**src/common/autotest_pkg.sv**
```systemverilog
// Shared definitions for the SD-card self-test sequencer.
// Holds the SD block constants, the byte layout of a test vector and of
// the failure record written back to the card, the payload types and the
// grouped control signals between the sequencer, the store and the SPI host.
// Modules take what they need with a wildcard import in their header.

package autotest_pkg;

  // SD card constants
  localparam int block_bytes = 512;
  localparam logic [31:0] first_block = 32'h100000;
  localparam logic [31:0] vector_signature = 32'haabbccdd;

  // UUT run time limit in clock cycles
  localparam int exec_limit = 1000;

  // byte offsets within a block, read vector and write-back record
  localparam int sig_ofs = 0;
  localparam int opa_ofs = 4;
  localparam int opb_ofs = 8;
  localparam int exp_ofs = 10;
  localparam int res_ofs = 13;
  localparam int time_ofs = 16;
  localparam int record_end = 20;

  // payloads, deliberately of different widths
  typedef logic [31:0] operand_a_t;
  typedef logic [15:0] operand_b_t;
  typedef logic [23:0] result_t;

  // byte position within a block, needs to reach block_bytes
  typedef logic [9:0] byte_count_t;

  // command levels to the SPI host
  typedef struct packed {
    logic host_rst;
    logic r_block;
    logic r_byte;
    logic w_block;
    logic w_byte;
  } spi_cmd_t;

  // sequencer to vector store
  typedef struct packed {
    logic        clear;
    logic        load;
    byte_count_t byte_pos;
    logic        capture_result;
  } store_ctrl_t;

endpackage

```
**src/logic/field_capture.sv**
```systemverilog
// Byte-wise loadable register for one payload type.
// Each bit of the byte enable writes one byte lane, bit 0 being the least
// significant lane. The field type sets the number of lanes. Used by the
// vector store for the signature, the operands and the expected result.

`timescale 1ns/100ps

module field_capture #(
  parameter type field_t = logic [7:0]
) (
  input  logic                        clk,
  input  logic                        rst,
  input  logic                        clear_i,
  input  logic [$bits(field_t)/8-1:0] byte_en_i,
  input  logic [7:0]                  byte_i,
  output field_t                      value_o
);

  logic [$bits(field_t)-1:0] value_q;

  always_ff @(posedge clk) begin
    if (rst || clear_i) begin
      value_q <= '0;
    end else begin
      for (int i = 0; i < $bits(byte_en_i); i++) begin
        if (byte_en_i[i]) begin
          value_q[8*i +: 8] <= byte_i;
        end
      end
    end
  end

  assign value_o = field_t'(value_q);

endmodule

```
**src/logic/run_timer.sv**
```systemverilog
// Execution cycle counter for one UUT run.
// Counts while run_i is high and stops one past the limit, so a run that
// never ends reports exactly exec_limit+1 cycles. run_done_o flags the end
// of the run: UUT end, UUT error or timeout, only while running.

`timescale 1ns/100ps

module run_timer
  import autotest_pkg::*;
(
  input  logic        clk,
  input  logic        rst,
  input  logic        clear_i,
  input  logic        run_i,
  input  logic        uut_end_i,
  input  logic        uut_err_i,
  output logic        run_done_o,
  output logic [31:0] exec_cycles_o
);

  logic [31:0] count_q;
  logic        timeout;

  assign timeout = (count_q > 32'(exec_limit));

  always_ff @(posedge clk) begin
    if (rst || clear_i) begin
      count_q <= '0;
    end else if (run_i && !timeout) begin
      count_q <= count_q + 32'd1;
    end
  end

  assign run_done_o = run_i && (uut_end_i || uut_err_i || timeout);
  assign exec_cycles_o = count_q;

endmodule

```
**src/autotest/sd_sequencer.sv**
```systemverilog
// Control FSM of the self-test sequencer.
// Resets the SPI host, then per block: reads 512 bytes into the vector
// store, checks the signature, runs the UUT under the timer, compares the
// result and on a failure writes the record back over the same block.
// Owns the byte counter, the block address and the error counter.
// A bad signature parks the FSM in the halt state.

`timescale 1ns/100ps

module sd_sequencer
  import autotest_pkg::*;
(
  input  logic        clk,
  input  logic        rst,
  output spi_cmd_t    spi_cmd_o,
  input  logic        spi_busy_i,
  output logic [31:0] spi_block_addr_o,
  output store_ctrl_t store_o,
  input  logic        sig_ok_i,
  input  logic        result_match_i,
  input  logic        uut_err_i,
  output logic        run_o,
  output logic        timer_clear_o,
  input  logic        run_done_i,
  output logic        uut_rst_o,
  output logic [31:0] err_count_o,
  output logic        halted_o
);

  typedef enum logic [4:0] {
    S_HOST_RST,
    S_HOST_WAIT,
    S_CLEAR,
    S_RD_BLOCK,
    S_RD_BLOCK_WAIT,
    S_RD_BYTE,
    S_RD_BYTE_WAIT,
    S_RD_LOAD,
    S_CHECK,
    S_START,
    S_RUN,
    S_CAPTURE,
    S_COMPARE,
    S_WR_BLOCK,
    S_WR_BLOCK_WAIT,
    S_WR_BYTE,
    S_WR_BYTE_WAIT,
    S_WR_NEXT,
    S_NEXT,
    S_HALT
  } state_t;

  state_t      state_q;
  state_t      state_d;
  byte_count_t byte_cnt_q;
  logic [31:0] block_addr_q;
  logic [31:0] err_count_q;
  logic        err_seen_q;
  logic        fail;

  // a mismatch or an error raised during the run
  assign fail = !result_match_i || err_seen_q;

  always_comb begin
    state_d = state_q;
    case (state_q)
      S_HOST_RST:      if (spi_busy_i) state_d = S_HOST_WAIT;
      S_HOST_WAIT:     if (!spi_busy_i) state_d = S_CLEAR;
      S_CLEAR:         if (!spi_busy_i) state_d = S_RD_BLOCK;
      S_RD_BLOCK:      if (spi_busy_i) state_d = S_RD_BLOCK_WAIT;
      S_RD_BLOCK_WAIT: if (!spi_busy_i) state_d = S_RD_BYTE;
      S_RD_BYTE:       if (spi_busy_i) state_d = S_RD_BYTE_WAIT;
      S_RD_BYTE_WAIT:  if (!spi_busy_i) state_d = S_RD_LOAD;
      S_RD_LOAD: begin
        if (byte_cnt_q == byte_count_t'(block_bytes - 1)) begin
          state_d = S_CHECK;
        end else begin
          state_d = S_RD_BYTE;
        end
      end
      S_CHECK:         state_d = sig_ok_i ? S_START : S_HALT;
      S_START:         state_d = S_RUN;
      S_RUN:           if (run_done_i) state_d = S_CAPTURE;
      S_CAPTURE:       state_d = S_COMPARE;
      S_COMPARE:       state_d = fail ? S_WR_BLOCK : S_NEXT;
      S_WR_BLOCK:      if (spi_busy_i) state_d = S_WR_BLOCK_WAIT;
      S_WR_BLOCK_WAIT: if (!spi_busy_i) state_d = S_WR_BYTE;
      S_WR_BYTE:       if (spi_busy_i) state_d = S_WR_BYTE_WAIT;
      S_WR_BYTE_WAIT:  if (!spi_busy_i) state_d = S_WR_NEXT;
      // one cycle for the store to register the next write byte
      S_WR_NEXT: begin
        if (byte_cnt_q == byte_count_t'(block_bytes)) begin
          state_d = S_NEXT;
        end else begin
          state_d = S_WR_BYTE;
        end
      end
      S_NEXT:          state_d = S_CLEAR;
      S_HALT:          state_d = S_HALT;
      default:         state_d = S_HALT;
    endcase
  end

  always_ff @(posedge clk) begin
    if (rst) begin
      state_q <= S_HOST_RST;
      byte_cnt_q <= '0;
      block_addr_q <= first_block;
      err_count_q <= '0;
      err_seen_q <= 1'b0;
    end else begin
      state_q <= state_d;
      case (state_q)
        S_CLEAR: byte_cnt_q <= '0;
        S_RD_LOAD: byte_cnt_q <= byte_cnt_q + 1'b1;
        S_START: err_seen_q <= 1'b0;
        S_RUN: begin
          if (uut_err_i) begin
            err_seen_q <= 1'b1;
          end
        end
        S_COMPARE: begin
          byte_cnt_q <= '0;
          if (fail) begin
            err_count_q <= err_count_q + 32'd1;
          end
        end
        S_WR_BYTE_WAIT: begin
          if (!spi_busy_i) begin
            byte_cnt_q <= byte_cnt_q + 1'b1;
          end
        end
        S_NEXT: block_addr_q <= block_addr_q + 32'd1;
        default: ;
      endcase
    end
  end

  // outputs decoded from the state
  always_comb begin
    spi_cmd_o = '0;
    store_o = '0;
    store_o.byte_pos = byte_cnt_q;
    run_o = 1'b0;
    timer_clear_o = 1'b0;
    uut_rst_o = 1'b1;
    case (state_q)
      S_HOST_RST: spi_cmd_o.host_rst = 1'b1;
      S_CLEAR: begin
        store_o.clear = 1'b1;
        timer_clear_o = 1'b1;
      end
      S_RD_BLOCK, S_RD_BLOCK_WAIT, S_RD_BYTE_WAIT: spi_cmd_o.r_block = 1'b1;
      S_RD_BYTE: begin
        spi_cmd_o.r_block = 1'b1;
        spi_cmd_o.r_byte = 1'b1;
      end
      S_RD_LOAD: begin
        spi_cmd_o.r_block = 1'b1;
        store_o.load = 1'b1;
      end
      S_START: uut_rst_o = 1'b0;
      S_RUN: begin
        uut_rst_o = 1'b0;
        run_o = 1'b1;
      end
      S_CAPTURE: store_o.capture_result = 1'b1;
      S_WR_BLOCK, S_WR_BLOCK_WAIT, S_WR_BYTE_WAIT, S_WR_NEXT: spi_cmd_o.w_block = 1'b1;
      S_WR_BYTE: begin
        spi_cmd_o.w_block = 1'b1;
        spi_cmd_o.w_byte = 1'b1;
      end
      default: ;
    endcase
  end

  assign spi_block_addr_o = block_addr_q;
  assign err_count_o = err_count_q;
  assign halted_o = (state_q == S_HALT);

endmodule

```
**src/autotest/vector_store.sv**
```systemverilog
// Vector store for the self-test sequencer.
// Captures the bytes of a block read into the signature, operand and
// expected result fields by their position in the layout. The signature
// arrives big-endian, the other fields least significant byte first.
// Records the UUT result and run time at test end and serves the
// write-back record byte by byte, ff past the record, as SPI write data.

`timescale 1ns/100ps

module vector_store
  import autotest_pkg::*;
(
  input  logic        clk,
  input  logic        rst,
  input  store_ctrl_t store_i,
  input  logic [7:0]  rdata_i,
  input  result_t     result_i,
  input  logic [31:0] exec_cycles_i,
  output operand_a_t  operand_a_o,
  output operand_b_t  operand_b_o,
  output logic        sig_ok_o,
  output logic        result_match_o,
  output logic [7:0]  wr_byte_o
);

  typedef logic [31:0] signature_t;

  signature_t                         sig_q;
  result_t                            exp_q;
  result_t                            result_q;
  logic [31:0]                        exec_q;
  logic [$bits(signature_t)/8-1:0]    sig_en;
  logic [$bits(operand_a_t)/8-1:0]    opa_en;
  logic [$bits(operand_b_t)/8-1:0]    opb_en;
  logic [$bits(result_t)/8-1:0]       exp_en;
  logic [7:0]                         wr_next;
  logic [7:0]                         wr_byte_q;

  // byte lane enables from the read position
  always_comb begin
    sig_en = '0;
    opa_en = '0;
    opb_en = '0;
    exp_en = '0;
    if (store_i.load) begin
      for (int k = 0; k < $bits(sig_en); k++) begin
        sig_en[$bits(sig_en)-1-k] = (store_i.byte_pos == byte_count_t'(sig_ofs + k));
      end
      for (int k = 0; k < $bits(opa_en); k++) begin
        opa_en[k] = (store_i.byte_pos == byte_count_t'(opa_ofs + k));
      end
      for (int k = 0; k < $bits(opb_en); k++) begin
        opb_en[k] = (store_i.byte_pos == byte_count_t'(opb_ofs + k));
      end
      for (int k = 0; k < $bits(exp_en); k++) begin
        exp_en[k] = (store_i.byte_pos == byte_count_t'(exp_ofs + k));
      end
    end
  end

  field_capture #(.field_t(signature_t)) sig_field_i (
    .clk(clk), .rst(rst), .clear_i(store_i.clear),
    .byte_en_i(sig_en), .byte_i(rdata_i), .value_o(sig_q)
  );

  field_capture #(.field_t(operand_a_t)) opa_field_i (
    .clk(clk), .rst(rst), .clear_i(store_i.clear),
    .byte_en_i(opa_en), .byte_i(rdata_i), .value_o(operand_a_o)
  );

  field_capture #(.field_t(operand_b_t)) opb_field_i (
    .clk(clk), .rst(rst), .clear_i(store_i.clear),
    .byte_en_i(opb_en), .byte_i(rdata_i), .value_o(operand_b_o)
  );

  field_capture #(.field_t(result_t)) exp_field_i (
    .clk(clk), .rst(rst), .clear_i(store_i.clear),
    .byte_en_i(exp_en), .byte_i(rdata_i), .value_o(exp_q)
  );

  always_ff @(posedge clk) begin
    if (store_i.capture_result) begin
      result_q <= result_i;
      exec_q <= exec_cycles_i;
    end
  end

  assign sig_ok_o = (sig_q == vector_signature);
  assign result_match_o = (result_q == exp_q);

  // write-back byte in record order
  always_comb begin
    int pos;
    pos = int'(store_i.byte_pos);
    wr_next = 8'hff;
    if (pos < opa_ofs) begin
      wr_next = sig_q[8*(opa_ofs-1-pos) +: 8];
    end else if (pos < opb_ofs) begin
      wr_next = operand_a_o[8*(pos-opa_ofs) +: 8];
    end else if (pos < exp_ofs) begin
      wr_next = operand_b_o[8*(pos-opb_ofs) +: 8];
    end else if (pos < res_ofs) begin
      wr_next = exp_q[8*(pos-exp_ofs) +: 8];
    end else if (pos < time_ofs) begin
      wr_next = result_q[8*(pos-res_ofs) +: 8];
    end else if (pos < record_end) begin
      wr_next = exec_q[8*(pos-time_ofs) +: 8];
    end
  end

  always_ff @(posedge clk) begin
    if (rst) begin
      wr_byte_q <= 8'hff;
    end else begin
      wr_byte_q <= wr_next;
    end
  end

  assign wr_byte_o = wr_byte_q;

endmodule

```
**src/logic/autotest_top.sv**
```systemverilog
// Top level of the SD-card self-test sequencer.
// Connects the control FSM, the vector store and the run timer. The SPI
// host and the UUT sit outside; the store drives the UUT operands and the
// SPI write data, the FSM drives the SPI commands and the UUT reset.

`timescale 1ns/100ps

module autotest_top
  import autotest_pkg::*;
(
  input  logic        clk,
  input  logic        rst,
  output spi_cmd_t    spi_cmd_o,
  input  logic        spi_busy_i,
  input  logic [7:0]  spi_rdata_i,
  output logic [7:0]  spi_wdata_o,
  output logic [31:0] spi_block_addr_o,
  output logic        uut_rst_o,
  input  logic        uut_end_i,
  input  logic        uut_err_i,
  output operand_a_t  operand_a_o,
  output operand_b_t  operand_b_o,
  input  result_t     result_i,
  output logic [31:0] err_count_o,
  output logic        halted_o
);

  store_ctrl_t store_ctrl;
  logic        sig_ok;
  logic        result_match;
  logic        run;
  logic        timer_clear;
  logic        run_done;
  logic [31:0] exec_cycles;

  sd_sequencer sequencer_i (
    .clk(clk),
    .rst(rst),
    .spi_cmd_o(spi_cmd_o),
    .spi_busy_i(spi_busy_i),
    .spi_block_addr_o(spi_block_addr_o),
    .store_o(store_ctrl),
    .sig_ok_i(sig_ok),
    .result_match_i(result_match),
    .uut_err_i(uut_err_i),
    .run_o(run),
    .timer_clear_o(timer_clear),
    .run_done_i(run_done),
    .uut_rst_o(uut_rst_o),
    .err_count_o(err_count_o),
    .halted_o(halted_o)
  );

  vector_store store_i (
    .clk(clk),
    .rst(rst),
    .store_i(store_ctrl),
    .rdata_i(spi_rdata_i),
    .result_i(result_i),
    .exec_cycles_i(exec_cycles),
    .operand_a_o(operand_a_o),
    .operand_b_o(operand_b_o),
    .sig_ok_o(sig_ok),
    .result_match_o(result_match),
    .wr_byte_o(spi_wdata_o)
  );

  run_timer timer_i (
    .clk(clk),
    .rst(rst),
    .clear_i(timer_clear),
    .run_i(run),
    .uut_end_i(uut_end_i),
    .uut_err_i(uut_err_i),
    .run_done_o(run_done),
    .exec_cycles_o(exec_cycles)
  );

endmodule

```
**config.mk**
```make
export PLATFORM = sky130hd
export DESIGN_NAME = autotest_top
export DESIGN_NICKNAME = d
export VERILOG_FILES = /design/src/common/autotest_pkg.sv /design/src/logic/field_capture.sv /design/src/logic/run_timer.sv /design/src/autotest/sd_sequencer.sv /design/src/autotest/vector_store.sv /design/src/logic/autotest_top.sv
export SDC_FILE = /design/constraint.sdc
export NUM_CORES = 1
export LEC_CHECK = 0
export ABC_AREA = 1
export BUFFER_PORTS_ARGS = -buffer_cell sky130_fd_sc_hd__buf_2
export CAP_MARGIN = 20
export CORE_ASPECT_RATIO = 0.5
export CORE_MARGIN = 4
export CORE_UTILIZATION = 50
export DETAILED_ROUTE_END_ITERATION = 7
export GPL_TIMING_DRIVEN = 0
export PLACE_DENSITY = 0.75
export SYNTH_ARGS = -nofsm -noshare
export SYNTH_HDL_FRONTEND = slang
export SYNTH_SLANG_ARGS = --single-unit
```
**constraint.sdc**
```tcl
create_clock -name clk -period 5.43 [get_ports clk]
set_input_delay 1.3575 -clock clk [delete_from_list [all_inputs] [get_ports clk]]
set_output_delay 1.3575 -clock clk [all_outputs]
set_load 0.05 [all_outputs]
```
==> out/metrics.cfg, run 1 <==
[outcome]
outcome = finished clean

[sta]
rsz0062_at_grt = no
setup_tns_ns = 0
fin_skew_ns = 0.01831
relSlewSlack = 0.3087
maxSlewViolCount = 0
hold_viol = 0
final.min_clock_period_ns = 3.857
worstMarginPinSlew_ns = 1.037
whs_ns = 0.4303
setup_violations = 0
worst_slack_ns = 1.573
fin_crit_sh = 0.7103
max_freq_ghz = 0.2593

[yosys]
avgSynthCellArea_um2 = 7.662
syn_inst = 1825
yosysWarnings = 0
synth_seq_cells = 280
synth_flop_cell = dfxtp_1
yosys.area.top_type = dfxtp_1
netlist_area_mm2 = 0.01398
syn_nets = 1880
synth_cell_types = 53
synth_top_area_frac = 0.3207
ys_seq_area_frac = 0.4409
synth_area_leaders = dfxtp_1, edfxtp_1, nand2_1
yosysMostFrequentCell = nand2_1
synth_edf_count = 56
synthArstFlopShare = 0
synthTopCellsByCount = nand2_1, nor2_1, dfxtp_1

[floorplan]
dieArea_mm2 = 0.03087
std_cell_rows = 42
start_util = 0.5187
io_pins = 164
die_h_um = 126.3
core_area_mm2 = 0.02696
die_w_um = 244.5

[critical_path]
path_class = reg -> reg
required_ns = 5.93
cp.arrival_ns = 4.36
worstPathMaxFanout = 14
crit_path_end_kind = flop
crit_family = buffers and inverters
max_stage_delay_ns = 0.49
reg2reg_setup_slack_ns = 1.57
path_buf_inv = 5
cp_slowest_cell = clkbuf_1
cp-start-kind = flop
cp_common_cell = clkbuf_1
worstPathCellList = clkbuf_1 -> inv_1 -> clkbuf_1 -> ha_1 -> clkbuf_1 -> clkbuf_1 -> o21ai_0 -> o22ai_1 -> nand4_1 -> nand3_1 -> o21ai_0 -> nand2_1

[clock_tree]
cts.sinks = 280
clkLatencyLatePin_ns = 0.56
cts_resized = 0
cts_tree = yes
numCtsBuffers = 26
clkTransAtPathRegs_ns = 0.07
cts-hold-fix-buffers = 0
post_cts.repair.setup_buffers = 0
root_buffer = clkbuf_16
htreeDepth = 1
clk_path_buf_depth = 3

[finish]
final_nets = 2071
multi_input_area_mm2 = 0.006673
drive_gt1_frac = 0.1434
antenna_cells = 0
num-fill-cells = 2482
regArea_mm2 = 0.006166
syn2layout_area_growth_pct = 16.72

[detailed_routing]
drtIter0Drc = 1683
avgViaCountPerCell = 5.573
wl_met1_um = 18570
vias = 13430
top_layer = met4
final_antenna_net_count = 0
drcViolationCount = 0
wl_um = 43920
drt_first_pass_iters = 6
wl_met3_um = 5053
drt-wirelength-per-cell_um = 18.22
wl_met2_um = 19250

[grt]
grt_pass1_vias = 11926
grt_start_max_net_pins = 38
antenna_found_initial = 0
grt_usage = 0.2727
grt_overflow = 0
grt_pass1_wl_um = 66850

[placed_design]
port_buffers = 162
hpwl_um = 32870
routabilityCongestion = 1.026
place_ws_ns = 1.724

[power_and_ir_drop]
leakage_nw = 6.638
power_density_mw_per_mm2 = 378.8
peakVddDrop_v = 0.0002951
finalPower_mw = 6.182

[flow_run]
cap_viol_max_count = 0

[min_path]
hp-class = reg -> reg

[layout make-up]
type | instances | area share
Inverter | 200 | 0.04599
Clock inverter | 15 | 0.01863
Sequential cell | 280 | 0.3778
Timing Repair Buffer | 163 | 0.05090
Clock buffer | 33 | 0.04461
Buffer | 80 | 0.02461
Tap cell | 374 | 0.02867
Multi-Input combinational cell | 1265 | 0.4088
[flip-flops by register name, summed over array words and instances (netlist names)]
name,cells
store_i.result_q,24
store_i.opb_field_i.value_o,16
sequencer_i.err_seen_q,1
sequencer_i.state_q,5
store_i.exp_field_i.value_o,24
store_i.sig_field_i.value_o,32
sequencer_i.spi_block_addr_o,32
store_i.exec_q,32
store_i.opa_field_i.value_o,32
timer_i.exec_cycles_o,32
store_i.wr_byte_o,8
sequencer_i.byte_cnt_q,10
sequencer_i.err_count_o,32
[where the power goes]
part	switching (mW)	internal (mW)	leakage, nW
sequential	0.0368	2.16	2.39
combinational	1.33	0.439	3.75
clock	0.836	1.38	0.501
[cell usage in the layout, fill, tap and decap left out, drive strengths merged, types with 56 or more instances in the layout]
cell type | netlist | final
nor2 | 290 | 290
nand3 | 61 | 61
clkbuf | 49 | 82
nand2 | 335 | 335
inv | 198 | 199
o21ai | 139 | 139
buf | 31 | 194
a21oi | 131 | 131
dfxtp | 224 | 224
edfxtp | 56 | 56
a211oi | 87 | 87
[layer usage]
metal | GRT usage | up-vias
met5 | 0 | -
met4 | 0.06066 | 0
met3 | 0.07137 | 92
met2 | 0.4282 | 643
met1 | 0.3806 | 6208
li1 | - | 6487
[path summary, 6_finish.rpt]
check | start | end | cells after the start
setup / recovery | sequencer_i.byte_cnt_q[1] | store_i.wr_byte_o[0] | 12
hold / removal | timer_i.exec_cycles_o[31] | store_i.exec_q[31] | 0
setup reg to reg | sequencer_i.byte_cnt_q[1] | store_i.wr_byte_o[0] | 12
hold reg to reg | timer_i.exec_cycles_o[31] | store_i.exec_q[31] | 0
[worst reg2reg max path: cells and delay by family, from the launching register on]
| family | cells | cell delay [ns] |
|---|---|---|
| and+or+nand+nor | 3 | 0.36 |
| DFF | 1 | 0.44 |
| adders and majority gates | 1 | 0.42 |
| buffers and inverters | 5 | 2.05 |
| AOI/OAI and AO/OA | 3 | 0.54 |
[logic make-up after synthesis]
logic type | Yosys count | synth area share
AND/OR/NAND/NOR | 790 | 0.2545
buffers and inverters | 280 | 0.08241
adder cells (fa/ha/maj) | 18 | 0.01611
AO/OA/AOI/OAI | 412 | 0.1779
XOR/XNOR | 45 | 0.02819
flip-flops | 280 | 0.4409
[stage by stage]
stage | std cells | util | area [um^2]
2_1_floorplan | 1825 | - | 13980
3_3_place_gp | 2361 | 0.5661 | 15260
3_5_place_dp | 2362 | 0.5672 | 15290
4_1_cts | 2410 | 0.6054 | 16320
5_1_grt | 2410 | 0.6054 | 16320
6_report | 2410 | 0.6054 | 16320
Power figures use the tool's default switching activity.
==> run 2, diff against run 1 <==
--- a/config.mk
+++ b/config.mk
@@ -5,7 +5,7 @@
 export SDC_FILE = /design/constraint.sdc
 export NUM_CORES = 1
 export LEC_CHECK = 0
-export ABC_AREA = 1
+export ABC_AREA = 0
 export BUFFER_PORTS_ARGS = -buffer_cell sky130_fd_sc_hd__buf_2
 export CAP_MARGIN = 20
 export CORE_ASPECT_RATIO = 0.5
==> constraint.sdc (replaced) <==
create_clock -name clk -period 4 [get_ports clk]
set_input_delay 1 -clock clk [delete_from_list [all_inputs] [get_ports clk]]
set_output_delay 1 -clock clk [all_outputs]
set_load 0.05 [all_outputs]
==> run 2 against run 1 <==
- largest power group is now registers
- global-route usage shrank 0.52 points
- flip-flop and latch count stayed put
- core utilization down 0.94 points
- critical path type unchanged
- combinational power shrank 38%
- cell count down 20%
- register-to-register slack worse by 1.4 ns
- area after synthesis is 8.0% lower
==> out/metrics.cfg, run 2 <==
[clock_tree]
clk_path_buf_depth = 3
post_cts.repair.setup_buffers = 0
numCtsBuffers = 25
cts.sinks = 280
htreeDepth = 1
clkLatencyLatePin_ns = 0.55
cts_tree = yes
cts-hold-fix-buffers = 0
clkTransAtPathRegs_ns = 0.07
root_buffer = clkbuf_16

[detailed_routing]
drtIter0Drc = 1205
avgViaCountPerCell = 6.074
drcViolationCount = 0
drt_first_pass_iters = 6
drt-wirelength-per-cell_um = 20.64
final_antenna_net_count = 0
vias = 11643
wl_um = 39560

[critical_path]
required_ns = 4.41
r2r-start = sequencer_i.byte_cnt_q[1]
cp-startpoint = sequencer_i.byte_cnt_q[1]
reg2reg_depth = 10
worstPathMaxFanout = 10
reg2reg_setup_slack_ns = 0.20
path_class = reg -> reg
cp.arrival_ns = 4.22
crit_path_end_kind = flop
cp-start-kind = flop

[grt]
grt_pass1_wl_um = 61330
grt_pass1_vias = 11048
grt_overflow = 0
grt_start_max_net_pins = 33
antenna_found_initial = 0
grt_usage = 0.2674

[floorplan]
start_util = 0.5095
die_h_um = 121.4
die_w_um = 234.8
std_cell_rows = 41
io_pins = 164
core_area_mm2 = 0.02524
dieArea_mm2 = 0.02850

[min_path]
min_path_cells = 0
hp-class = reg -> reg
min_from = timer_i.exec_cycles_o[10]

[placed_design]
placed_cell_area_mm2 = 0.01413
port_buffers = 162
routabilityCongestion = 1.043
dp_cells = 1872
place_ws_ns = -0.2571
hpwl_um = 29150

[finish]
drive_gt1_frac = 0.1755
antenna_cells = 0
final_nets = 1610
fin_cells = 1917
finish.utilization = 0.5960
final_common_cell = dfxtp_1
final_cell_mix = dfxtp_1, buf_2, nand2_1, a21oi_1, nand3_1
syn2layout_area_growth_pct = 16.98
final_area_mm2 = 0.01504

[power_and_ir_drop]
peakVddDrop_v = 0.0002847
finalPower_mw = 6.696
leakage_nw = 5.446
power_density_mw_per_mm2 = 445.1
power.switching_mw = 1.948
combPwrFrac = 0.163
swShare = 0.2910
power.share.clock = 0.402
p_int_mw = 4.747
p_seq_frac = 0.435

[sta]
whs_ns = 0.4557
max_freq_ghz = 0.2628
relSlewSlack = 0.3096
hold_viol = 0
maxSlewViolCount = 0
worstMarginPinSlew_ns = 1.028
setup_tns_ns = 0
final.min_clock_period_ns = 3.804
fin_crit_sh = 0.9511
setup_violations = 0
worst_slack_ns = 0.1955
rsz0062_at_grt = no
fin_skew_ns = 0.01097

[yosys]
synth_seq_cells = 280
ys_seq_area_frac = 0.4795
yosysWarnings = 0
synth_top_area_frac = 0.3487
synthTopCellsByCount = dfxtp_1, nand2_1, a21oi_1
netlist_area_mm2 = 0.01286
synthArstFlopShare = 0
avgSynthCellArea_um2 = 9.428
synth_area_leaders = dfxtp_1, edfxtp_1, a21oi_1
synth_flop_cell = dfxtp_1
syn_inst = 1364
synth_cell_types = 73
yosys.area.top_type = dfxtp_1
yosysMostFrequentCell = dfxtp_1
synth_edf_count = 56
syn_nets = 1419

[flow_run]
cap_viol_max_count = 0

[outcome]
outcome = finished clean

-- run 2: changes by cell type after synthesis, moves of 42 or more --
| cell | previous run | this run |
|---|---|---|
| nor2_1 | 279 | 91 |
| inv_1 | 193 | 19 |
| nand2_1 | 331 | 159 |
| o21ai_0 | 134 | 40 |
| a211oi_1 | 71 | 1 |
| nand3_1 | 60 | 123 |
| mux2i_1 | 0 | 42 |
-- run 2: what timing repair did --
action / in CTS / in global routing
setup endpoints to repair: 6 / 3
gates resized for setup: 1 / 1
gates cloned: 0 / 0
-- run 2: kinds of logic after synthesis --
| group | count (synthesis) | share of synthesized area |
|---|---|---|
| AND/OR/NAND/NOR | 550 | 0.2181 |
| flip-flops | 280 | 0.4795 |
| AO/OA/AOI/OAI | 265 | 0.1242 |
| buffers and inverters | 112 | 0.03590 |
| XOR/XNOR | 71 | 0.04836 |
| multiplexers | 67 | 0.07560 |
| adder cells (fa/ha/maj) | 19 | 0.01829 |
-- run 2: path summary, 6_finish.rpt --
check,end
worst max-delay path,store_i.wr_byte_o[7]
worst min-delay path,store_i.exec_q[10]
worst max register to register,store_i.wr_byte_o[7]
worst min register to register,store_i.exec_q[10]
-- run 2: area by class of cell --
class                   instances  area, um^2
plain buffers                  91       385.4
clock buffers                  25       625.6
clock inverters                20       280.3
fillers                      2159       10200
inverters                      20       75.07
multi-input cells             972        6240
flip-flops and latches        280        6166
well taps                     344       430.4
repair buffers                165       840.8
-- run 2: power by group through the flow --
stage | logic [mW] | clock network (mW) | registers, mW
floorplan | 0.714 | 0 | 2.99
global placement | 1.04 | 0 | 2.97
detailed placement | 1.05 | 0 | 2.98
CTS | 1.06 | 2.71 | 2.91
finish | 1.09 | 2.69 | 2.91
global route | 1.16 | 2.83 | 2.91
-- run 2: layer usage --
| layer | vias up | part of all wire | track usage |
|---|---|---|---|
| met5 | - | 0 | 0 |
| met4 | 0 | 0.029 | 0.07925 |
| met3 | 88 | 0.10 | 0.07130 |
| met2 | 616 | 0.46 | 0.4346 |
| met1 | 5626 | 0.41 | 0.3544 |
| li1 | 5313 | - | - |
-- run 2: worst max-delay path, stage by stage, from the launching register on --
cell,delay [ns]
dfxtp_1,0.49
clkbuf_1,0.52
buf_2,0.42
inv_1,0.19
ha_1,0.64
clkbuf_2,0.36
mux2i_1,0.20
o21ai_0,0.15
a22oi_1,0.21
o22ai_1,0.11
a211o_1,0.36
==> run 3, diff against run 2 <==
--- a/config.mk
+++ b/config.mk
@@ -13,7 +13,7 @@
 export CORE_UTILIZATION = 50
 export DETAILED_ROUTE_END_ITERATION = 7
 export GPL_TIMING_DRIVEN = 0
-export PLACE_DENSITY = 0.75
+export PLACE_DENSITY = 0.81
 export SYNTH_ARGS = -nofsm -noshare
 export SYNTH_HDL_FRONTEND = slang
 export SYNTH_SLANG_ARGS = --single-unit
==> run 3 against run 2 <==
- first-iteration DRC count up 36%
- die area unchanged
- fmax up 0.72%
==> out/metrics.cfg, run 3 (synthesized netlist as in run 2, its figures left out) <==
[outcome]
outcome = finished clean

[floorplan]
die_h_um = 121.4
std_cell_rows = 41
start_util = 0.5095
dieArea_mm2 = 0.02850
die_w_um = 234.8
io_pins = 164
core_area_mm2 = 0.02524

[power_and_ir_drop]
swShare = 0.2923
p_seq_frac = 0.450
combPwrFrac = 0.162
peakVddDrop_v = 0.0003119
power_density_mw_per_mm2 = 432.3
p_int_mw = 4.585
power.share.clock = 0.387
power.switching_mw = 1.894
leakage_nw = 5.435

[clock_tree]
htreeDepth = 1
cts_tree = yes
clkLatencyLatePin_ns = 0.55
clkTransAtPathRegs_ns = 0.07
numCtsBuffers = 26
clk_path_buf_depth = 3
cts-hold-fix-buffers = 0
root_buffer = clkbuf_16
cts.sinks = 280

[flow_run]
cap_viol_max_count = 0

[placed_design]
port_buffers = 162
placed_cell_area_mm2 = 0.01413
hpwl_um = 27940
routabilityCongestion = 0.9710

[grt]
grt_overflow = 0
top_usage_layer = met2
grt_use_met3 = 0.04587
grt_use_met2 = 0.4020
grt_pass1_wl_um = 58930
gr-usage-met1 = 0.3678
antenna_found_initial = 0
grt_pass1_vias = 10410
grt_usage = 0.2561
grt_start_max_net_pins = 33

[sta]
relSlewSlack = 0.1441
setup_violations = 0
maxSlewViolCount = 0
final.min_clock_period_ns = 3.777
max_freq_ghz = 0.2647
fin_skew_ns = 0.02755
fin_crit_sh = 0.9443
worstMarginPinSlew_ns = 1.272
rsz0062_at_grt = no
hold_viol = 0
setup_tns_ns = 0

[finish]
final_area_mm2 = 0.01499
final_cell_mix = dfxtp_1, buf_2, nand2_1, a21oi_1, nand3_1
syn2layout_area_growth_pct = 16.54
final_common_cell = dfxtp_1
antenna_cells = 0
final_nets = 1610
drive_gt1_frac = 0.1733

[detailed_routing]
drt-wirelength-per-cell_um = 19.93
vias = 11619
final_antenna_net_count = 0
wl_um = 38240
drtIter0Drc = 1635
avgViaCountPerCell = 6.055
drt_first_pass_iters = 6
drcViolationCount = 0

[critical_path]
reg2reg_setup_slack_ns = 0.22
crit_path_end_kind = flop
cp.arrival_ns = 4.22
worstPathCellList = clkbuf_1 -> buf_2 -> inv_1 -> ha_1 -> buf_1 -> mux2i_1 -> o21ai_0 -> a22oi_1 -> o22ai_1 -> a211o_1
required_ns = 4.45
worstPathMaxFanout = 10
cp-start-kind = flop
cp_slowest_cell = ha_1
path_buf_inv = 4
max_stage_delay_ns = 0.63
path_class = reg -> reg
crit_family = buffers and inverters

[min_path]
hp-class = reg -> reg

## run 3: changes by cell type in the layout (fill, tap and decap cells not counted), sizes merged
| cell | change |
|---|---|
| clkinvlp | -4 |
| clkbuf | +5 |
| bufinv | -4 |
| clkinv | +6 |
| inv | -1 |
## run 3: final timing paths
kind | from | end | cells past startpoint
setup reg to reg | sequencer_i.byte_cnt_q[1] | store_i.wr_byte_o[7] | 10
hold reg to reg | timer_i.exec_cycles_o[27] | store_i.exec_q[27] | 0
hold / removal | timer_i.exec_cycles_o[27] | store_i.exec_q[27] | 0
setup / recovery | sequencer_i.byte_cnt_q[1] | store_i.wr_byte_o[7] | 10
## run 3: power groups by stage
stage | Combinational, mW | Clock, mW | Sequential, mW
global placement | 1.02 | 0 | 2.98
floorplan | 0.714 | 0 | 2.99
global route | 1.13 | 2.66 | 2.92
CTS | 1.03 | 2.51 | 2.92
finish | 1.05 | 2.51 | 2.92
detailed placement | 1.02 | 0 | 2.98
## run 3: area by class of cell
type,instances,area [um^2]
fillers,2221,10250
multi-input cells,972,6240
flip-flops and latches,280,6166
repair buffers,164,835.8
clock buffers,31,699.4
well taps,344,430.4
plain buffers,91,384.1
clock inverters,17,156.4
inverters,20,75.07
## run 3: per-layer routing
metal  wire length (um)  share of wire
met1              16070           0.42
met2              17170           0.45
met3               3848           0.10
met4               1154          0.030
met5                  0              0
## run 3: what timing repair did
action,4_1_cts,5_1_grt
setup endpoints to repair,1,1
buffers inserted,0,0
gates resized for setup,1,0
## run 3: stage by stage
stage / power, mW / hold slack (ns) / std cells / util / worst slack [ns]
finish: 6.479 / 0.4580 / 1919 / 0.5938 / 0.2227
global placement: 3.998 / 0.4351 / 1870 / 0.5587 / -0.9645
global route: 6.704 / 0.4689 / 1919 / 0.5938 / 0.07608
CTS: 6.459 / 0.4603 / 1920 / 0.5939 / 0.1250
floorplan: 3.704 / 0.4223 / 1364 / - / 0.1894
detailed placement: 4.003 / 0.4369 / 1872 / 0.5600 / -0.2098
